### config.mk
export PLATFORM = sky130hd
export DESIGN_NAME = apb_cmd_bridge
export DESIGN_NICKNAME = d
export VERILOG_FILES = /design/src/apb_mem_pkg.sv /design/src/apb_cmd_bridge.sv /design/src/skid_buffer.sv
export SDC_FILE = /design/constraint.sdc
export NUM_CORES = 1
export LEC_CHECK = 0
export ABC_AREA = 1
export BUFFER_PORTS_ARGS = -buffer_cell sky130_fd_sc_hd__buf_2
export CORE_MARGIN = 2
export CORE_UTILIZATION = 47
export DETAILED_ROUTE_END_ITERATION = 12
export PLACE_DENSITY_LB_ADDON = 0.25
export SYNTH_ARGS = -nofsm -noshare
export SYNTH_HDL_FRONTEND = slang
export SYNTH_HIERARCHICAL = 1
export SYNTH_SLANG_ARGS = --single-unit
### constraint.sdc
create_clock -name aclk -period 13.36 [get_ports aclk]
set_input_delay 2.004 -clock aclk [delete_from_list [all_inputs] [get_ports aclk]]
set_output_delay 2.004 -clock aclk [all_outputs]
set_load 0.01 [all_outputs]
### src/apb_mem_pkg.sv
package apb_mem_pkg;

    localparam int addr_w = 32;
    localparam int data_w = 32;
    localparam int strb_w = data_w / 8;

    // Request from a bridge toward the memory target
    typedef struct packed {
        logic              write;
        logic [2:0]        prot;   // Only bit 0 is looked at
        logic [strb_w-1:0] strb;
        logic [addr_w-1:0] addr;
        logic [data_w-1:0] wdata;
    } cmd_pkt_t;

    typedef struct packed {
        logic              slverr;
        logic [data_w-1:0] rdata;  // Zero on writes and errors
    } rsp_pkt_t;

endpackage : apb_mem_pkg

### src/apb_cmd_bridge.sv
module apb_cmd_bridge (
    input  logic                               aclk,
    input  logic                               aresetn,

    input  logic                               i_psel,
    input  logic                               i_penable,
    input  logic [apb_mem_pkg::addr_w-1:0]     i_paddr,
    input  logic                               i_pwrite,
    input  logic [apb_mem_pkg::data_w-1:0]     i_pwdata,
    input  logic [apb_mem_pkg::strb_w-1:0]     i_pstrb,
    input  logic [2:0]                         i_pprot,
    output logic [apb_mem_pkg::data_w-1:0]     o_prdata,
    output logic                               o_pready,
    output logic                               o_pslverr,

    output logic                               o_cmd_valid,
    input  logic                               i_cmd_ready,
    output apb_mem_pkg::cmd_pkt_t              o_cmd,

    input  logic                               i_rsp_valid,
    output logic                               o_rsp_ready,
    input  apb_mem_pkg::rsp_pkt_t              i_rsp
);

    typedef enum logic [1:0] {
        IDLE     = 2'd0,
        WAIT_RSP = 2'd1,
        COMPLETE = 2'd2
    } state_t;

    state_t                r_state;
    state_t                w_next_state;

    apb_mem_pkg::cmd_pkt_t w_cmd;
    logic                  w_cmd_load;
    logic                  w_cmd_in_ready;

    apb_mem_pkg::rsp_pkt_t w_rsp;
    logic                  w_rsp_valid;
    logic                  w_rsp_ready;

    assign w_cmd.write = i_pwrite;
    assign w_cmd.prot  = i_pprot;
    assign w_cmd.strb  = i_pstrb;
    assign w_cmd.addr  = i_paddr;
    assign w_cmd.wdata = i_pwdata;

    // One command per access phase, only from IDLE
    assign w_cmd_load = (r_state == IDLE) & i_psel & i_penable;

    skid_buffer #(
        .WIDTH   ($bits(apb_mem_pkg::cmd_pkt_t))
    ) u_cmd_skid (
        .aclk    (aclk),
        .aresetn (aresetn),
        .i_valid (w_cmd_load),
        .o_ready (w_cmd_in_ready),
        .i_data  (w_cmd),
        .o_valid (o_cmd_valid),
        .i_ready (i_cmd_ready),
        .o_data  (o_cmd)
    );

    skid_buffer #(
        .WIDTH   ($bits(apb_mem_pkg::rsp_pkt_t))
    ) u_rsp_skid (
        .aclk    (aclk),
        .aresetn (aresetn),
        .i_valid (i_rsp_valid),
        .o_ready (o_rsp_ready),
        .i_data  (i_rsp),
        .o_valid (w_rsp_valid),
        .i_ready (w_rsp_ready),
        .o_data  (w_rsp)
    );

    always_ff @(posedge aclk or negedge aresetn) begin
        if (!aresetn) begin
            r_state <= IDLE;
        end else begin
            r_state <= w_next_state;
        end
    end

    always_comb begin
        w_next_state = r_state;
        case (r_state)
            IDLE: begin
                if (w_cmd_load & w_cmd_in_ready) begin
                    w_next_state = WAIT_RSP;
                end
            end
            WAIT_RSP: begin
                if (w_rsp_valid) begin
                    w_next_state = COMPLETE;
                end
            end
            COMPLETE: w_next_state = IDLE;       // Response popped this cycle
            default:  w_next_state = IDLE;
        endcase
    end

    assign w_rsp_ready = (r_state == COMPLETE);
    assign o_pready    = (r_state == COMPLETE);
    assign o_prdata    = o_pready ? w_rsp.rdata : '0;
    assign o_pslverr   = o_pready & w_rsp.slverr;

endmodule : apb_cmd_bridge

### src/skid_buffer.sv
module skid_buffer #(
    parameter int WIDTH = 32
) (
    input  logic             aclk,
    input  logic             aresetn,
    input  logic             i_valid,
    output logic             o_ready,
    input  logic [WIDTH-1:0] i_data,
    output logic             o_valid,
    input  logic             i_ready,
    output logic [WIDTH-1:0] o_data
);

    logic             r_out_valid;
    logic [WIDTH-1:0] r_out_data;
    logic             r_skid_valid;
    logic [WIDTH-1:0] r_skid_data;
    logic             w_out_load;
    logic             w_in_fire;

    assign w_out_load = i_ready | ~r_out_valid;  // Output stage can take a packet
    assign w_in_fire  = i_valid & ~r_skid_valid;

    assign o_ready = ~r_skid_valid;               // Registered ready
    assign o_valid = r_out_valid;
    assign o_data  = r_out_data;

    always_ff @(posedge aclk or negedge aresetn) begin
        if (!aresetn) begin
            r_out_valid  <= 1'b0;
            r_skid_valid <= 1'b0;
        end else if (w_out_load) begin
            r_out_valid  <= r_skid_valid | w_in_fire;
            r_skid_valid <= 1'b0;
        end else if (w_in_fire) begin
            r_skid_valid <= 1'b1;                  // Output stalled, park it
        end
    end

    // Skid entry drains first so order is kept
    always_ff @(posedge aclk) begin
        if (w_out_load) begin
            if (r_skid_valid) begin
                r_out_data <= r_skid_data;
            end else if (w_in_fire) begin
                r_out_data <= i_data;
            end
        end else if (w_in_fire) begin
            r_skid_data <= i_data;
        end
    end

endmodule : skid_buffer

==> run_results.csv <==
group,metric,value,unit
sta,relSlewSlack,0.358,
logic_synthesis,yosys-top-cells-area,"edfxtp_1 76%, nand2_1 14%, nor2_1 1.9%",
detailed_routing,wl_per_cell,13.9,microns
sta,max_freq,272,MHz
place,dp.cells,1080,
sta,skew,0.00939,ns
worst_setup_path,cpMostUsedCell,"nand2_1",
power_and_ir_drop,internal-power,1.14,mW
place,portBuffers,218,
worst_setup_path,r2r-end,"u_cmd_skid/r_skid_data[16]",
sta,tns,0,ns
worst_setup_path,cp-startpoint,"i_penable",
power_and_ir_drop,p_per_area,145,nW/um^2
global_routing,grt_usage,0.164,
floorplan,die_y,137,microns
place,hpwl,10300,microns
floorplan,core-area,17400,sq um
detailed_routing,vias,5174,
logic_synthesis,yosys_warnings,6,
cts,clk_pin_slew,0.06,ns
power_and_ir_drop,p_switching,337,uW
worst_setup_path,critPathMaxStageDelay,0.61,ns
cts,postCtsSetupRepairBufs,0,
sta,period_share,0.275,
detailed_routing,dr.pass1.iters,4,
finish,drive_above_1_share,0.317,
worst_setup_path,end_kind,"flop",
worst_setup_path,critPathTopFamily,"simple AND/OR/NAND/NOR gates",
power_and_ir_drop,ir_drop,0.0000835,V
sta,worstMarginPinSlew,0.961,ns
run_status,status,"finished, final reports clean",
worst_setup_path,cp-start-kind,"primary input",
sta,hold_viol,0,
worst_setup_path,reg2reg_setup_slack,10.54,ns
logic_synthesis,yosysTopAreaCellShare,0.756,
sta,rsz0062_at_grt,"no",
power_and_ir_drop,pwr-share-comb,0.090,
logic_synthesis,syn_inst,658,
finish,final_nets,990,
sta,maxSlewViolCount,0,
global_routing,overflow,0,
flow_run,cap_violations,0,
detailed_routing,drt_iter0_markers,319,
power_and_ir_drop,swShare,0.228,
detailed_routing,routed_via_density,4.60,
cts,cts_resized,0,
worst_setup_path,crit_arrival,3.81,ns
hold_path,hold_class,"reg -> reg",
sta,timing.final.ws_setup,9.68,ns
cts,cts_made_buffers,22,
cts,clock_latency,0.50,ns
floorplan,ioPinCount,219,
logic_synthesis,syn-num-nets,769,
worst_setup_path,critical_path_depth,6,
finish,instances_no_fill,1124,
worst_setup_path,path_cells,"buf_2 > nand2_1 > nor3_1 > nand2_1 > nor2_4 > buf_4",
cts,cts-root-buf,"clkbuf_16",
cts,clk_path_buf_depth,3,
cts,hold_buffers,0,
global_routing,grt_pass1_wl,24100,microns
worst_setup_path,critical_path_class,"in -> reg",
cts,cts_tree,"yes",
logic_synthesis,avgSynthCellArea,12.7,sq um
logic_synthesis,synth_top_area_cell,"edfxtp_1",
floorplan,die_w,137,microns
detailed_routing,drt-total-wl,15600,microns
worst_setup_path,r2r_start,"u_cmd_skid/r_skid_valid",
logic_synthesis,ys_ff_latch,216,
worst_setup_path,worstPathRequired,13.49,ns
power_and_ir_drop,p_seq_frac,0.542,
worst_setup_path,path_max_fanout,49,
finish,syn_to_final_growth,22.1,%
detailed_routing,drc,0,
worst_setup_path,crit_end,"u_cmd_skid/r_skid_data[16]",
cts,cts.htree.levels,1,
cts,cts_sinks,216,
worst_setup_path,cp.buffers_inverters,2,
sta,period_needed,3.68,ns
floorplan,initial_core_util,0.481,
sta,setup_viol,0,
logic_synthesis,synth-seq-area-share,0.774,
detailed_routing,final_antenna_net_count,0,
worst_setup_path,slowest_stage,"buf_4",
global_routing,grt_max_degree,75,
logic_synthesis,synth_area,8340,sq um
finish,fill_cells,1460,
place,globalplace.congestion,0.778,
place,detailedPlace.worstSlack,9.15,ns
power_and_ir_drop,leakagePower,4.50,nW
power_and_ir_drop,power.share.clock,0.367,
global_routing,grt_pass1_vias,4835,
floorplan,rows,48,
global_routing,antenna_found_initial,3,
floorplan,die_area,18800,sq um
logic_synthesis,synthDistinctLibCells,16,
worst_setup_path,r2r_cells,5,
==> cell usage after synthesis (all sizes together) <==
cell type and n:
nor2 45, nand3 1, inv 43, edfxtp 210, buf 26, dfrtp 6, nor3 2, nand2 325
==> power groups by stage <==
stage	clock (mW)	sequential (mW)	combinational [mW]
6_report	0.543	0.801	0.134
3_5_place_dp	0	0.816	0.136
2_1_floorplan	0	0.825	0.0782
5_1_grt	0.585	0.804	0.153
4_1_cts	0.559	0.801	0.137
3_3_place_gp	0	0.815	0.134
==> sequential cells by signal (all words and copies together), names as in the netlist <==
| signal | cells |
|---|---|
| u_rsp_skid/o_data | 33 |
| u_cmd_skid/r_skid_data | 72 |
| u_rsp_skid/r_skid_data | 33 |
| u_cmd_skid/o_valid | 1 |
| u_rsp_skid/o_valid | 1 |
| u_cmd_skid/r_skid_valid | 1 |
| u_rsp_skid/r_skid_valid | 1 |
| u_cmd_skid/o_data | 72 |
| r_state | 2 |
==> routing by layer <==
| metal | wire [microns] | vias to the layer above | track usage | part of all wire |
|---|---|---|---|---|
| li1 | - | 2598 | - | - |
| met1 | 6570 | 2342 | 0.220 | 0.42 |
| met2 | 7150 | 200 | 0.261 | 0.46 |
| met3 | 1440 | 34 | 0.0419 | 0.092 |
| met4 | 435 | 0 | 0.0584 | 0.028 |
| met5 | 0 | - | 0 | 0 |
==> area by class of cell <==
cell class | count | area (sq um) | share of cell area
inverters | 43 | 169 | 0.0166
multi-input cells | 373 | 1490 | 0.147
flip-flops and latches | 216 | 6460 | 0.634
diodes | 5 | 12.5 | 0.00123
clock inverters | 12 | 72.6 | 0.00713
clock buffers | 27 | 569 | 0.0559
well taps | 225 | 282 | 0.0276
repair buffers | 223 | 1130 | 0.111
==> worst register-to-register path, cell delays in order, from the launching register on <==
cell and delay, ns:
dfrtp_2 0.40, inv_2 0.04, buf_4 0.55, nand2_1 0.20, nor2_4 0.59, buf_4 0.62
==> per-stage QoR <==
step | utilization | area (sq um) | power, mW | hold WS, ns
global route | 0.586 | 10200 | 1.54 | 0.532
finish | 0.587 | 10200 | 1.48 | 0.513
floorplan | - | 8340 | 0.903 | 0.490
CTS | 0.586 | 10200 | 1.50 | 0.512
global placement | 0.549 | 9530 | 0.949 | 0.494
detailed placement | 0.549 | 9530 | 0.952 | 0.502
==> cells by family (layout without fill, tap and decap cells) <==
group         after synthesis  in the layout  share of synthesized area
flops                     216            216                      0.774
other cells                 0              5                          0
simple gates              373            373                      0.175
buf+inv                    69            305                     0.0508
==> worst min-delay path by stage <==
stage | start | to | slack, ns | cells past startpoint
after detailed placement | u_cmd_skid/r_skid_data[59] | u_cmd_skid/o_data[59] | 0.50 | 2
after CTS | u_rsp_skid/r_skid_data[23] | u_rsp_skid/o_data[23] | 0.51 | 2
after global placement | u_rsp_skid/r_skid_data[28] | u_rsp_skid/o_data[28] | 0.49 | 2
final | u_rsp_skid/r_skid_data[23] | u_rsp_skid/o_data[23] | 0.51 | 2
after global routing | u_cmd_skid/r_skid_data[63] | u_cmd_skid/o_data[63] | 0.53 | 2
after floorplan | u_rsp_skid/r_skid_data[28] | u_rsp_skid/o_data[28] | 0.49 | 2
==> cell usage in the layout, fill, tap and decap left out <==
master      Yosys  routed
nor2_1         43      39
buf_4           3       5
inv_8           1       1
clkinv_1        0       3
inv_1          41      41
clkbuf_1        0       5
nand2_1       305     305
edfxtp_1      210     210
clkinv_8        0       1
nand2_4         1       1
nand3_1         1       1
buf_2           7     218
dfrtp_2         0       1
clkinv_2        0       6
nor2_2          2       2
clkinvlp_4      0       2
clkbuf_16       0      22
nor2_4          0       4
dfrtp_1         6       5
nor3_1          2       2
diode_2         0       5
inv_2           1       1
nand2_2        19      19
No activity file was read; power rests on OpenSTA's default activity.
