**src/apb_mem_pkg.sv**
```systemverilog
package apb_mem_pkg;

    localparam int addr_w = 32;
    localparam int data_w = 32;
    localparam int strb_w = data_w / 8;

    // Request from a bridge toward the memory target
    typedef struct packed {
        logic              write;
        logic [2:0]        prot;   // Only bit 0 is looked at
        logic [strb_w-1:0] strb;
        logic [addr_w-1:0] addr;
        logic [data_w-1:0] wdata;
    } cmd_pkt_t;

    typedef struct packed {
        logic              slverr;
        logic [data_w-1:0] rdata;  // Zero on writes and errors
    } rsp_pkt_t;

endpackage : apb_mem_pkg

```
**src/cmd_arbiter.sv**
```systemverilog
module cmd_arbiter (
    input  logic                  aclk,
    input  logic                  aresetn,

    input  logic                  i_a_cmd_valid,
    output logic                  o_a_cmd_ready,
    input  apb_mem_pkg::cmd_pkt_t i_a_cmd,
    output logic                  o_a_rsp_valid,
    input  logic                  i_a_rsp_ready,
    output apb_mem_pkg::rsp_pkt_t o_a_rsp,

    input  logic                  i_b_cmd_valid,
    output logic                  o_b_cmd_ready,
    input  apb_mem_pkg::cmd_pkt_t i_b_cmd,
    output logic                  o_b_rsp_valid,
    input  logic                  i_b_rsp_ready,
    output apb_mem_pkg::rsp_pkt_t o_b_rsp,

    output logic                  o_cmd_valid,
    input  logic                  i_cmd_ready,
    output apb_mem_pkg::cmd_pkt_t o_cmd,
    input  logic                  i_rsp_valid,
    output logic                  o_rsp_ready,
    input  apb_mem_pkg::rsp_pkt_t i_rsp
);

    logic r_busy;      // Grant held until the response handshake
    logic r_owner_b;
    logic r_last_b;    // Round-robin history
    logic w_sel_b;
    logic w_cmd_fire;
    logic w_rsp_fire;

    // B wins alone, or on a tie when A had the last grant
    assign w_sel_b = i_b_cmd_valid & (~i_a_cmd_valid | ~r_last_b);

    assign o_cmd_valid   = ~r_busy & (i_a_cmd_valid | i_b_cmd_valid);
    assign o_cmd         = w_sel_b ? i_b_cmd : i_a_cmd;
    assign o_a_cmd_ready = ~r_busy & ~w_sel_b & i_cmd_ready;
    assign o_b_cmd_ready = ~r_busy & w_sel_b & i_cmd_ready;

    assign w_cmd_fire = o_cmd_valid & i_cmd_ready;

    // Response goes back to the owner only
    assign o_a_rsp_valid = r_busy & ~r_owner_b & i_rsp_valid;
    assign o_b_rsp_valid = r_busy & r_owner_b & i_rsp_valid;
    assign o_a_rsp       = i_rsp;
    assign o_b_rsp       = i_rsp;
    assign o_rsp_ready   = r_busy & (r_owner_b ? i_b_rsp_ready : i_a_rsp_ready);

    assign w_rsp_fire = i_rsp_valid & o_rsp_ready;

    always_ff @(posedge aclk or negedge aresetn) begin
        if (!aresetn) begin
            r_busy    <= 1'b0;
            r_owner_b <= 1'b0;
            r_last_b  <= 1'b0;
        end else if (w_cmd_fire) begin
            r_busy    <= 1'b1;
            r_owner_b <= w_sel_b;
            r_last_b  <= w_sel_b;
        end else if (w_rsp_fire) begin
            r_busy    <= 1'b0;                 // Next grant from the following cycle
        end
    end

endmodule : cmd_arbiter

```
**config.mk**
```make
export PLATFORM = sky130hd
export DESIGN_NAME = cmd_arbiter
export DESIGN_NICKNAME = d
export VERILOG_FILES = /design/src/apb_mem_pkg.sv /design/src/cmd_arbiter.sv
export SDC_FILE = /design/constraint.sdc
export NUM_CORES = 1
export LEC_CHECK = 0
export BUFFER_PORTS_ARGS = -buffer_cell sky130_fd_sc_hd__clkbuf_2
export CORE_AREA = 3 3 127 129
export DETAILED_ROUTE_END_ITERATION = 12
export DIE_AREA = 0 0 130 132
export GPL_TIMING_DRIVEN = 0
export SLEW_MARGIN = 10
export SYNTH_ARGS = -nofsm -noshare
export SYNTH_HDL_FRONTEND = slang
export SYNTH_SLANG_ARGS = --single-unit
export TNS_END_PERCENT = 1
```
**constraint.sdc**
```tcl
create_clock -name aclk -period 1.75 [get_ports aclk]
set_clock_uncertainty 0.05 [all_clocks]
set_input_delay 0.35 -clock aclk [delete_from_list [all_inputs] [get_ports aclk]]
set_output_delay 0.35 -clock aclk [all_outputs]
set_load 0.05 [all_outputs]
```
==> impl_metrics.tcl, run 1 <==
set metrics [dict create \
    status "complete, but fails checks" \
    violations "setup timing" \
    gp_congestion 0.707 \
    r2r_end "r_busy" \
    fp.dieW_microns 130 \
    cts_made_buffers 3 \
    synth_area_leaders "mux2_4, buf_4, mux2_2" \
    ioPinCount 329 \
    netlist_instances 164 \
    firstDrtPassIters 4 \
    drc_errors 0 \
    fin_area_sq_mm 0.00448 \
    syn-num-nets 349 \
    use_met1 0.0784 \
    r2r-start "r_owner_b" \
    hold_slack_ns 0.421 \
    ys_seq_area_frac 0.0284 \
    nets 654 \
    synth-simple-area-share 0.0334 \
    dp_hpwl_microns 7630 \
    yosysTopAreaCellShare 0.494 \
    hold_path_depth 3 \
    synth_top_family_by_area "multiplexers" \
    syn_area_sq_mm 0.00176 \
    grt_pass1_vias 2453 \
    vias_per_cell 3.52 \
    layout_setup_ws_ns -0.322 \
    io_buffers 295 \
    drive_gt1_frac 0.966 \
    fmax_mhz 483 \
    rsz0062_at_grt "yes" \
    path_class "flip-flop to primary output" \
    grt_use_met2 0.197 \
    antenna_left 0 \
    hp-class "input port to flip-flop" \
    hold_viol 0 \
    cts_tree "yes" \
    fillers 1575 \
    tightest_slew_ns 0.286 \
    clk_latency_ns 0.22 \
    required_ns 1.35 \
    yosysTopAreaCell "mux2_4" \
    synthAdderAreaFrac 0 \
    synth-xor-area-share 0 \
    placed_cell_area_sq_mm 0.00348 \
    maxCapViolations 0 \
    worstHoldEndpoint "r_busy" \
    clock_path_buffers 2 \
    top_usage_layer "met2" \
    cts_root_buf "clkbuf_16" \
    wirelength_microns 8590 \
    power_density_mw_per_mm2 852 \
    setup_violations 73 \
    synth_cell_type_count 16 \
    insertedDiodeCount 0 \
    syn_avg_cell_area_sq_um 10.7 \
    h-tree-depth 1 \
    place_ws_ns -0.458 \
    relSlewSlack 0.810 \
    fin_crit_sh 1.18 \
    finalMaxSlewViolations 0 \
    grt_use_met3 0.0178 \
    hp-start "i_rsp_valid" \
    synth_compound_area_frac 0.0206 \
    path_max_fanout 8 \
    grt_max_degree 11 \
    start_util 0.116 \
    muxShareOfSynthArea 0.589 \
    grt_pass1_wl_microns 11800 \
    ir_worst_vdd_uv 305 \
    yosys_warnings 0 \
    crit_start "r_owner_b" \
    clk_pin_slew_worst_paths_ns 0.03 \
    cts.sinks 2 \
    track_usage 0.0880 \
    fp.dieH_microns 132 \
    cp-start-kind "flip-flop" \
    drt_iter0_markers 12 \
    synth_seq_cells 2 \
    reg2reg_slack_ns 0.70 \
    cp-end-kind "primary output" \
    die-area_sq_mm 0.0172 \
    vias 2304 \
    r2r_cells 3 \
    rows 45 \
    area_growth_pct 154 \
    core-area_sq_mm 0.0151 \
    grt_antenna_before_repair 0 \
    grt_remaining_overflow 0 \
    leakagePower_nw 2.54 \
    worst_ep_arrival_time_ns 1.67 \
    min_period_ns 2.07 \
    routedWlPerCell_microns 13.1 \
]
## registers in the layout, summed over array words and instances (netlist names)
register   count
r_owner_b      1
r_busy         1
## cell families (layout without fill, tap and decap cells)
group | Yosys count | count (layout)
buffers and inverters | 74 | 377
AO/OA/AOI/OAI | 4 | 4
flip-flops | 2 | 2
multiplexers | 73 | 73
AND/OR/NAND/NOR | 11 | 11
## layout make-up
class	instances	area, sq um	area share
Clock buffer	3	75.1	0.0168
Sequential cell	2	51.3	0.0114
Timing Repair Buffer	300	2320	0.519
Multi-Input combinational cell	88	1140	0.255
Buffer	74	651	0.145
Tap cell	188	235	0.0525
## worst max path at each step
stage / endpoint / slack [ns] / cells after the start
floorplan: o_b_cmd_ready / -0.04 / 4
global placement: o_cmd[69] / -0.47 / 6
detailed placement: o_cmd[69] / -0.46 / 6
CTS: o_cmd[69] / -0.37 / 5
global route: o_cmd[52] / -0.39 / 5
finish: o_cmd[2] / -0.32 / 5
## worst max-delay path, cell delays in order (launching register included)
cell and delay (ns):
dfrtp_2 0.41, a21boi_4 0.18, buf_12 0.20, buf_6 0.14
mux2_2 0.34, clkbuf_8 0.18
## stage by stage
step	utilization	instances	total power, W	TNS (ns)
6_report	0.296	655	0.00382	-20.87
5_1_grt	0.296	655	0.00398	-25.66
4_1_cts	0.291	655	0.00373	-24.00
3_5_place_dp	0.230	647	0.00279	-24.72
3_3_place_gp	0.230	647	0.00278	-25.67
2_1_floorplan	-	164	0.00219	-0.0380
## cell usage after synthesis
library cell  instances
nor2b_1               1
a21boi_2              1
nand2b_1              1
nor2_1                4
mux2_2               14
mux2_4               58
dfrtp_1               2
nand2_1               2
o21a_1                1
mux2i_1               1
and3_1                1
o22a_1                2
buf_4                66
and3b_1               2
buf_6                 7
buf_2                 1
## cell usage in the layout (no fill, tap or decap)
master and n:
clkbuf_2 220, buf_4 68, mux2_4 58, buf_8 56
mux2_2 14, clkbuf_8 13, clkbuf_16 9, buf_12 7
nor2_1 3, and3b_1 2, nand2_1 2, o22a_1 2
a21boi_4 1, nand2b_1 1, nor2_2 1, and3_1 1
mux2i_1 1, nor2b_1 1, o21a_1 1, buf_16 1
dlygate4sd3_1 1, buf_2 1, dfrtp_1 1, dfrtp_2 1
buf_6 1
## where the power goes
part,leakage (nW),switching [W],internal [W]
Clock,0.0370,0.0000465,0.000290
Sequential,0.0211,0.0000262,0.0000691
Combinational,2.48,0.00187,0.00152
Total,2.54,0.00194,0.00188
## routing by layer
layer | part of all wire | wire (microns)
met4 | 0.0056 | 48
met1 | 0.31 | 2680
met3 | 0.10 | 864
met2 | 0.58 | 4990
met5 | 0 | 0
## timing repair
action | in CTS | in global routing
gates cloned | 1 | 0
buffers inserted | 3 | 0
hold buffers | 1 | 0
hold endpoints to repair | 2 | 0
pin swaps | 2 | 0
endpoints found under the setup margin | 74 | 75
resized for setup | 175 | 56
No activity file was read; power rests on OpenSTA's default activity.
==> run 2: changes to the inputs <==
--- a/config.mk
+++ b/config.mk
@@ -5,7 +5,7 @@
 export SDC_FILE = /design/constraint.sdc
 export NUM_CORES = 1
 export LEC_CHECK = 0
-export BUFFER_PORTS_ARGS = -buffer_cell sky130_fd_sc_hd__clkbuf_2
+export BUFFER_PORTS_ARGS = -buffer_cell sky130_fd_sc_hd__buf_2
 export CORE_AREA = 3 3 127 129
 export DETAILED_ROUTE_END_ITERATION = 12
 export DIE_AREA = 0 0 130 132
==> impl_metrics.tcl, run 2 (synthesis gave the netlist of run 1 again) <==
set metrics [dict create \
    min_period_ns 2.12 \
    cts.sinks 2 \
    area_growth_pct 135 \
    cts_root_buf "clkbuf_16" \
    top_regs "r_busy (1), r_owner_b (1)" \
    layout_commonest_cell "buf_2" \
    rsz0062_at_grt "yes" \
    cpPeakStageDelay_ns 0.41 \
    maxCapViolations 0 \
    setup_violations 74 \
    vias_per_cell 3.51 \
    nets 656 \
    sw_frac_of_total 0.531 \
    cp_num_buf_inv 4 \
    insertedDiodeCount 0 \
    drc_errors 0 \
    r2r-start "r_owner_b" \
    drive_gt1_frac 0.966 \
    grt_max_degree 11 \
    grt_antenna_before_repair 0 \
    relSlewSlack 0.820 \
    path_class "flip-flop to primary output" \
    required_ns 1.35 \
    path_max_fanout 5 \
    cts_tree "yes" \
    power_density_mw_per_mm2 865 \
    cp-start-kind "flip-flop" \
    internal-power_w 0.00168 \
    fin_cells 657 \
    grt_remaining_overflow 0 \
    crit_top_cell "buf_12" \
    drt_iter0_markers 27 \
    dp_hpwl_microns 7590 \
    p_clk_frac 0.095 \
    critical_path.top_delay_family "buffers and inverters" \
    ioPinCount 329 \
    tns_ns -24.02 \
    fin_crit_sh 1.21 \
    layout_setup_ws_ns -0.366 \
    h-tree-depth 1 \
    cts_made_buffers 3 \
    routedWlPerCell_microns 13.2 \
    gp_congestion 0.691 \
    wirelength_microns 8670 \
    worst_ep_arrival_time_ns 1.72 \
    final_util 0.273 \
    finalMaxSlewViolations 0 \
    ir_worst_vdd_uv 296 \
    firstDrtPassIters 4 \
    die-area_sq_mm 0.0172 \
    p_seq_frac 0.026 \
    hp-class "input port to async pin" \
    r2r_end "r_busy" \
    tightest_slew_ns 0.272 \
    antenna_left 0 \
    reg2reg_slack_ns 0.69 \
    hold_viol 0 \
    dpl.cell_count 647 \
    fp.dieW_microns 130 \
    io_buffers 295 \
    r2r_cells 3 \
    clk_pin_slew_worst_paths_ns 0.03 \
    p_sw_w 0.00190 \
    fillers 1633 \
    leakagePower_nw 2.36 \
    rows 45 \
    clock_path_buffers 2 \
    fmax_mhz 472 \
    grt_pass1_wl_microns 11900 \
    combinationalPowerShare 0.879 \
    violations "setup timing" \
    status "complete, but fails checks" \
    clk_latency_ns 0.22 \
    layout_common_cells "buf_2, buf_4, buf_6, mux2_4, mux2_2" \
    start_util 0.116 \
    cp-end-kind "primary output" \
    crit_slowest_cell "dfrtp_2" \
    fp.dieH_microns 132 \
    core-area_sq_mm 0.0151 \
    vias 2305 \
    grt_pass1_vias 2414 \
    crit_chain "a21boi_4, buf_12, buf_12, buf_4, mux2_2, buf_6" \
    track_usage 0.0879 \
]
-- run 2: changes by cell type in the layout (fill, tap and decap cells not counted), moves of 6 or more --
cell and delta:
clkbuf_8 -13, buf_6 +62, buf_8 -55, clkbuf_2 -220, clkbuf_16 -6, buf_2 +229
-- run 2: per-layer routing --
layer	up-vias	wire [microns]	track usage
met2	178	5010	0.195
met5	-	0	0
met4	0	19	0.00866
met1	1010	2780	0.0813
met3	2	860	0.0150
li1	1115	-	-
-- run 2: power by group through the flow --
stage / clock (W) / combinational (W) / sequential (W)
floorplan: 0 / 0.00210 / 0.0000942
global placement: 0 / 0.00268 / 0.000102
detailed placement: 0 / 0.00268 / 0.000102
CTS: 0.000344 / 0.00317 / 0.0000939
global route: 0.000350 / 0.00328 / 0.0000992
finish: 0.000339 / 0.00314 / 0.0000946
-- run 2: cell type report --
type | count | area [sq um] | share of cell area
repair buffers | 302 | 1990 | 0.481
multi-input cells | 88 | 1140 | 0.276
plain buffers | 74 | 643 | 0.155
well taps | 188 | 235 | 0.0569
clock buffers | 3 | 75.1 | 0.0181
flip-flops and latches | 2 | 51.3 | 0.0124
-- run 2: worst max path at each step --
| stage | from | endpoint | cells past startpoint |
|---|---|---|---|
| 2_1_floorplan | r_owner_b | o_b_cmd_ready | 4 |
| 3_3_place_gp | i_b_cmd_valid | o_cmd[69] | 6 |
| 3_5_place_dp | i_b_cmd_valid | o_cmd[69] | 6 |
| 4_1_cts | r_owner_b | o_cmd[62] | 6 |
| 5_1_grt | r_owner_b | o_cmd[2] | 6 |
| 6_report | r_owner_b | o_cmd[2] | 6 |
-- run 2: worst reg2reg max path: cells and delay by family (launching register included) --
| kind | cells | cell delay, ns |
|---|---|---|
| muxes | 1 | 0.13 |
| AOI/OAI and AO/OA | 1 | 0.20 |
| DFF | 1 | 0.41 |
| buffers and inverters | 1 | 0.16 |
-- run 2: per-stage QoR --
step	instance area (sq um)	power, W	hold WS (ns)	worst slack, ns
4_1_cts	4120	0.00360	0.418	-0.383
3_3_place_gp	3480	0.00278	0.0914	-0.425
5_1_grt	4140	0.00373	0.438	-0.417
3_5_place_dp	3480	0.00278	0.0919	-0.409
6_report	4140	0.00358	0.406	-0.366
2_1_floorplan	1770	0.00219	0.00441	-0.0380
-- run 2: timing repair --
action	CTS	global route
hold endpoints to repair	2	0
gates cloned	1	0
resized for setup	142	5
hold buffers	1	0
endpoints found under the setup margin	74	75
pin swaps	2	0
buffers inserted	5	0
==> run 3: changes to the inputs <==
--- a/config.mk
+++ b/config.mk
@@ -5,11 +5,13 @@
 export SDC_FILE = /design/constraint.sdc
 export NUM_CORES = 1
 export LEC_CHECK = 0
+export ABC_AREA = 0
 export BUFFER_PORTS_ARGS = -buffer_cell sky130_fd_sc_hd__buf_2
 export CORE_AREA = 3 3 127 129
 export DETAILED_ROUTE_END_ITERATION = 12
 export DIE_AREA = 0 0 130 132
 export GPL_TIMING_DRIVEN = 0
+export PLACE_DENSITY = 0.52
 export SLEW_MARGIN = 10
 export SYNTH_ARGS = -nofsm -noshare
 export SYNTH_HDL_FRONTEND = slang
==> impl_metrics.tcl, run 3 (synthesis gave the netlist of run 1 again) <==
set metrics [dict create \
    status "complete, but fails checks" \
    violations "setup timing" \
    rsz0062_at_grt "yes" \
    critical_path.top_delay_family "buffers and inverters" \
    fillers 1650 \
    setup_violations 74 \
    crit_top_cell "buf_12" \
    fp.dieW_microns 130 \
    leakagePower_nw 2.32 \
    min_period_ns 2.08 \
    fmax_mhz 480 \
    r2r_cells 2 \
    io_buffers 295 \
    h-tree-depth 1 \
    gp_congestion 0.767 \
    grt_pass1_wl_microns 12000 \
    required_ns 1.35 \
    firstDrtPassIters 4 \
    fp.dieH_microns 132 \
    cp-end-kind "primary output" \
    tightest_slew_ns 0.221 \
    drive_gt1_frac 0.966 \
    clk_latency_ns 0.22 \
    relSlewSlack 0.849 \
    start_util 0.116 \
    fin_crit_sh 1.19 \
    path_class "flip-flop to primary output" \
    ioPinCount 329 \
    ir_worst_vdd_uv 271 \
    wirelength_microns 8990 \
    track_usage 0.0881 \
    maxCapViolations 0 \
    power_density_mw_per_mm2 865 \
    grt_pass1_vias 2280 \
    cts.sinks 2 \
    crit_chain "a21boi_4, buf_12, buf_12, mux2_4, buf_6" \
    cts_tree "yes" \
    reg2reg_slack_ns 0.74 \
    layout_common_cells "buf_2, buf_4, buf_6, mux2_4, mux2_2" \
    place_ws_ns -0.382 \
    register_area_sq_um 51.3 \
    fin_cells 653 \
    r2r_end "r_owner_b" \
    r2r-start "r_busy" \
    rows 45 \
    grt_antenna_before_repair 0 \
    clk_pin_slew_worst_paths_ns 0.03 \
    layout_commonest_cell "buf_2" \
    dp_hpwl_microns 7940 \
    cp_num_buf_inv 3 \
    hold_viol 0 \
    die-area_sq_mm 0.0172 \
    hp-class "input port to async pin" \
    top_regs "r_busy (1), r_owner_b (1)" \
    worst_ep_arrival_time_ns 1.68 \
    drc_errors 0 \
    cp-start-kind "flip-flop" \
    cts_made_buffers 3 \
    core-area_sq_mm 0.0151 \
    area_growth_pct 130 \
    tns_ns -21.64 \
    cts_root_buf "clkbuf_16" \
    vias_per_cell 3.47 \
    path_max_fanout 10 \
    layout_setup_ws_ns -0.331 \
    finalMaxSlewViolations 0 \
    drt_iter0_markers 15 \
    grt_max_degree 11 \
    nets 652 \
    antenna_left 0 \
    clock_path_buffers 2 \
    crit_slowest_cell "dfrtp_2" \
    cpPeakStageDelay_ns 0.44 \
    vias 2263 \
    insertedDiodeCount 0 \
    grt_remaining_overflow 0 \
    multi_input_area_sq_mm 0.00114 \
    routedWlPerCell_microns 13.8 \
    dpl.cell_count 647 \
]
run 3: final cells by class:
cell class / instances / share of cell area
Tap cell: 188 / 0.0580
Timing Repair Buffer: 299 / 0.472
Clock buffer: 3 / 0.0185
Multi-Input combinational cell: 88 / 0.282
Buffer: 73 / 0.157
Sequential cell: 2 / 0.0126
run 3: routing by layer:
| layer | global-route usage | part of all wire | vias to the layer above |
|---|---|---|---|
| li1 | - | - | 1104 |
| met3 | 0.0138 | 0.096 | 2 |
| met2 | 0.179 | 0.55 | 153 |
| met4 | 0.0104 | 0.0023 | 0 |
| met5 | 0 | 0 | - |
| met1 | 0.0952 | 0.35 | 1004 |
run 3: timing repair:
| item | 4_1_cts | 5_1_grt |
|---|---|---|
| pin swaps | 2 | 0 |
| hold buffers | 1 | 0 |
| gates cloned | 0 | 0 |
| resized for setup | 100 | 46 |
| setup buffers | 1 | 2 |
| endpoints found under the setup margin | 74 | 74 |
| endpoints found under the hold margin | 2 | 0 |
run 3: worst max path at each step:
stage,depth (start not counted),to,startpoint,slack [ns]
2_1_floorplan,4,o_b_cmd_ready,r_owner_b,-0.04
3_3_place_gp,6,o_cmd[69],i_b_cmd_valid,-0.41
3_5_place_dp,6,o_cmd[69],i_b_cmd_valid,-0.38
4_1_cts,5,o_cmd[52],r_owner_b,-0.37
5_1_grt,5,o_cmd[69],r_owner_b,-0.40
6_report,5,o_cmd[67],r_owner_b,-0.33
run 3: where the power goes:
group,internal (W),leakage (nW),switching [W]
logic,0.00124,2.27,0.00182
clock network,0.000290,0.0370,0.0000483
registers,0.0000691,0.0211,0.0000398
run 3: per-stage QoR:
stage          hold slack, ns  utilization  area [sq um]  power [W]
3_3_place_gp           0.0866        0.230          3480    0.00279
2_1_floorplan         0.00441            -          1770    0.00219
5_1_grt                 0.421        0.268          4060    0.00365
3_5_place_dp           0.0874        0.230          3480    0.00279
4_1_cts                 0.410        0.255          3870    0.00340
6_report                0.409        0.268          4060    0.00351
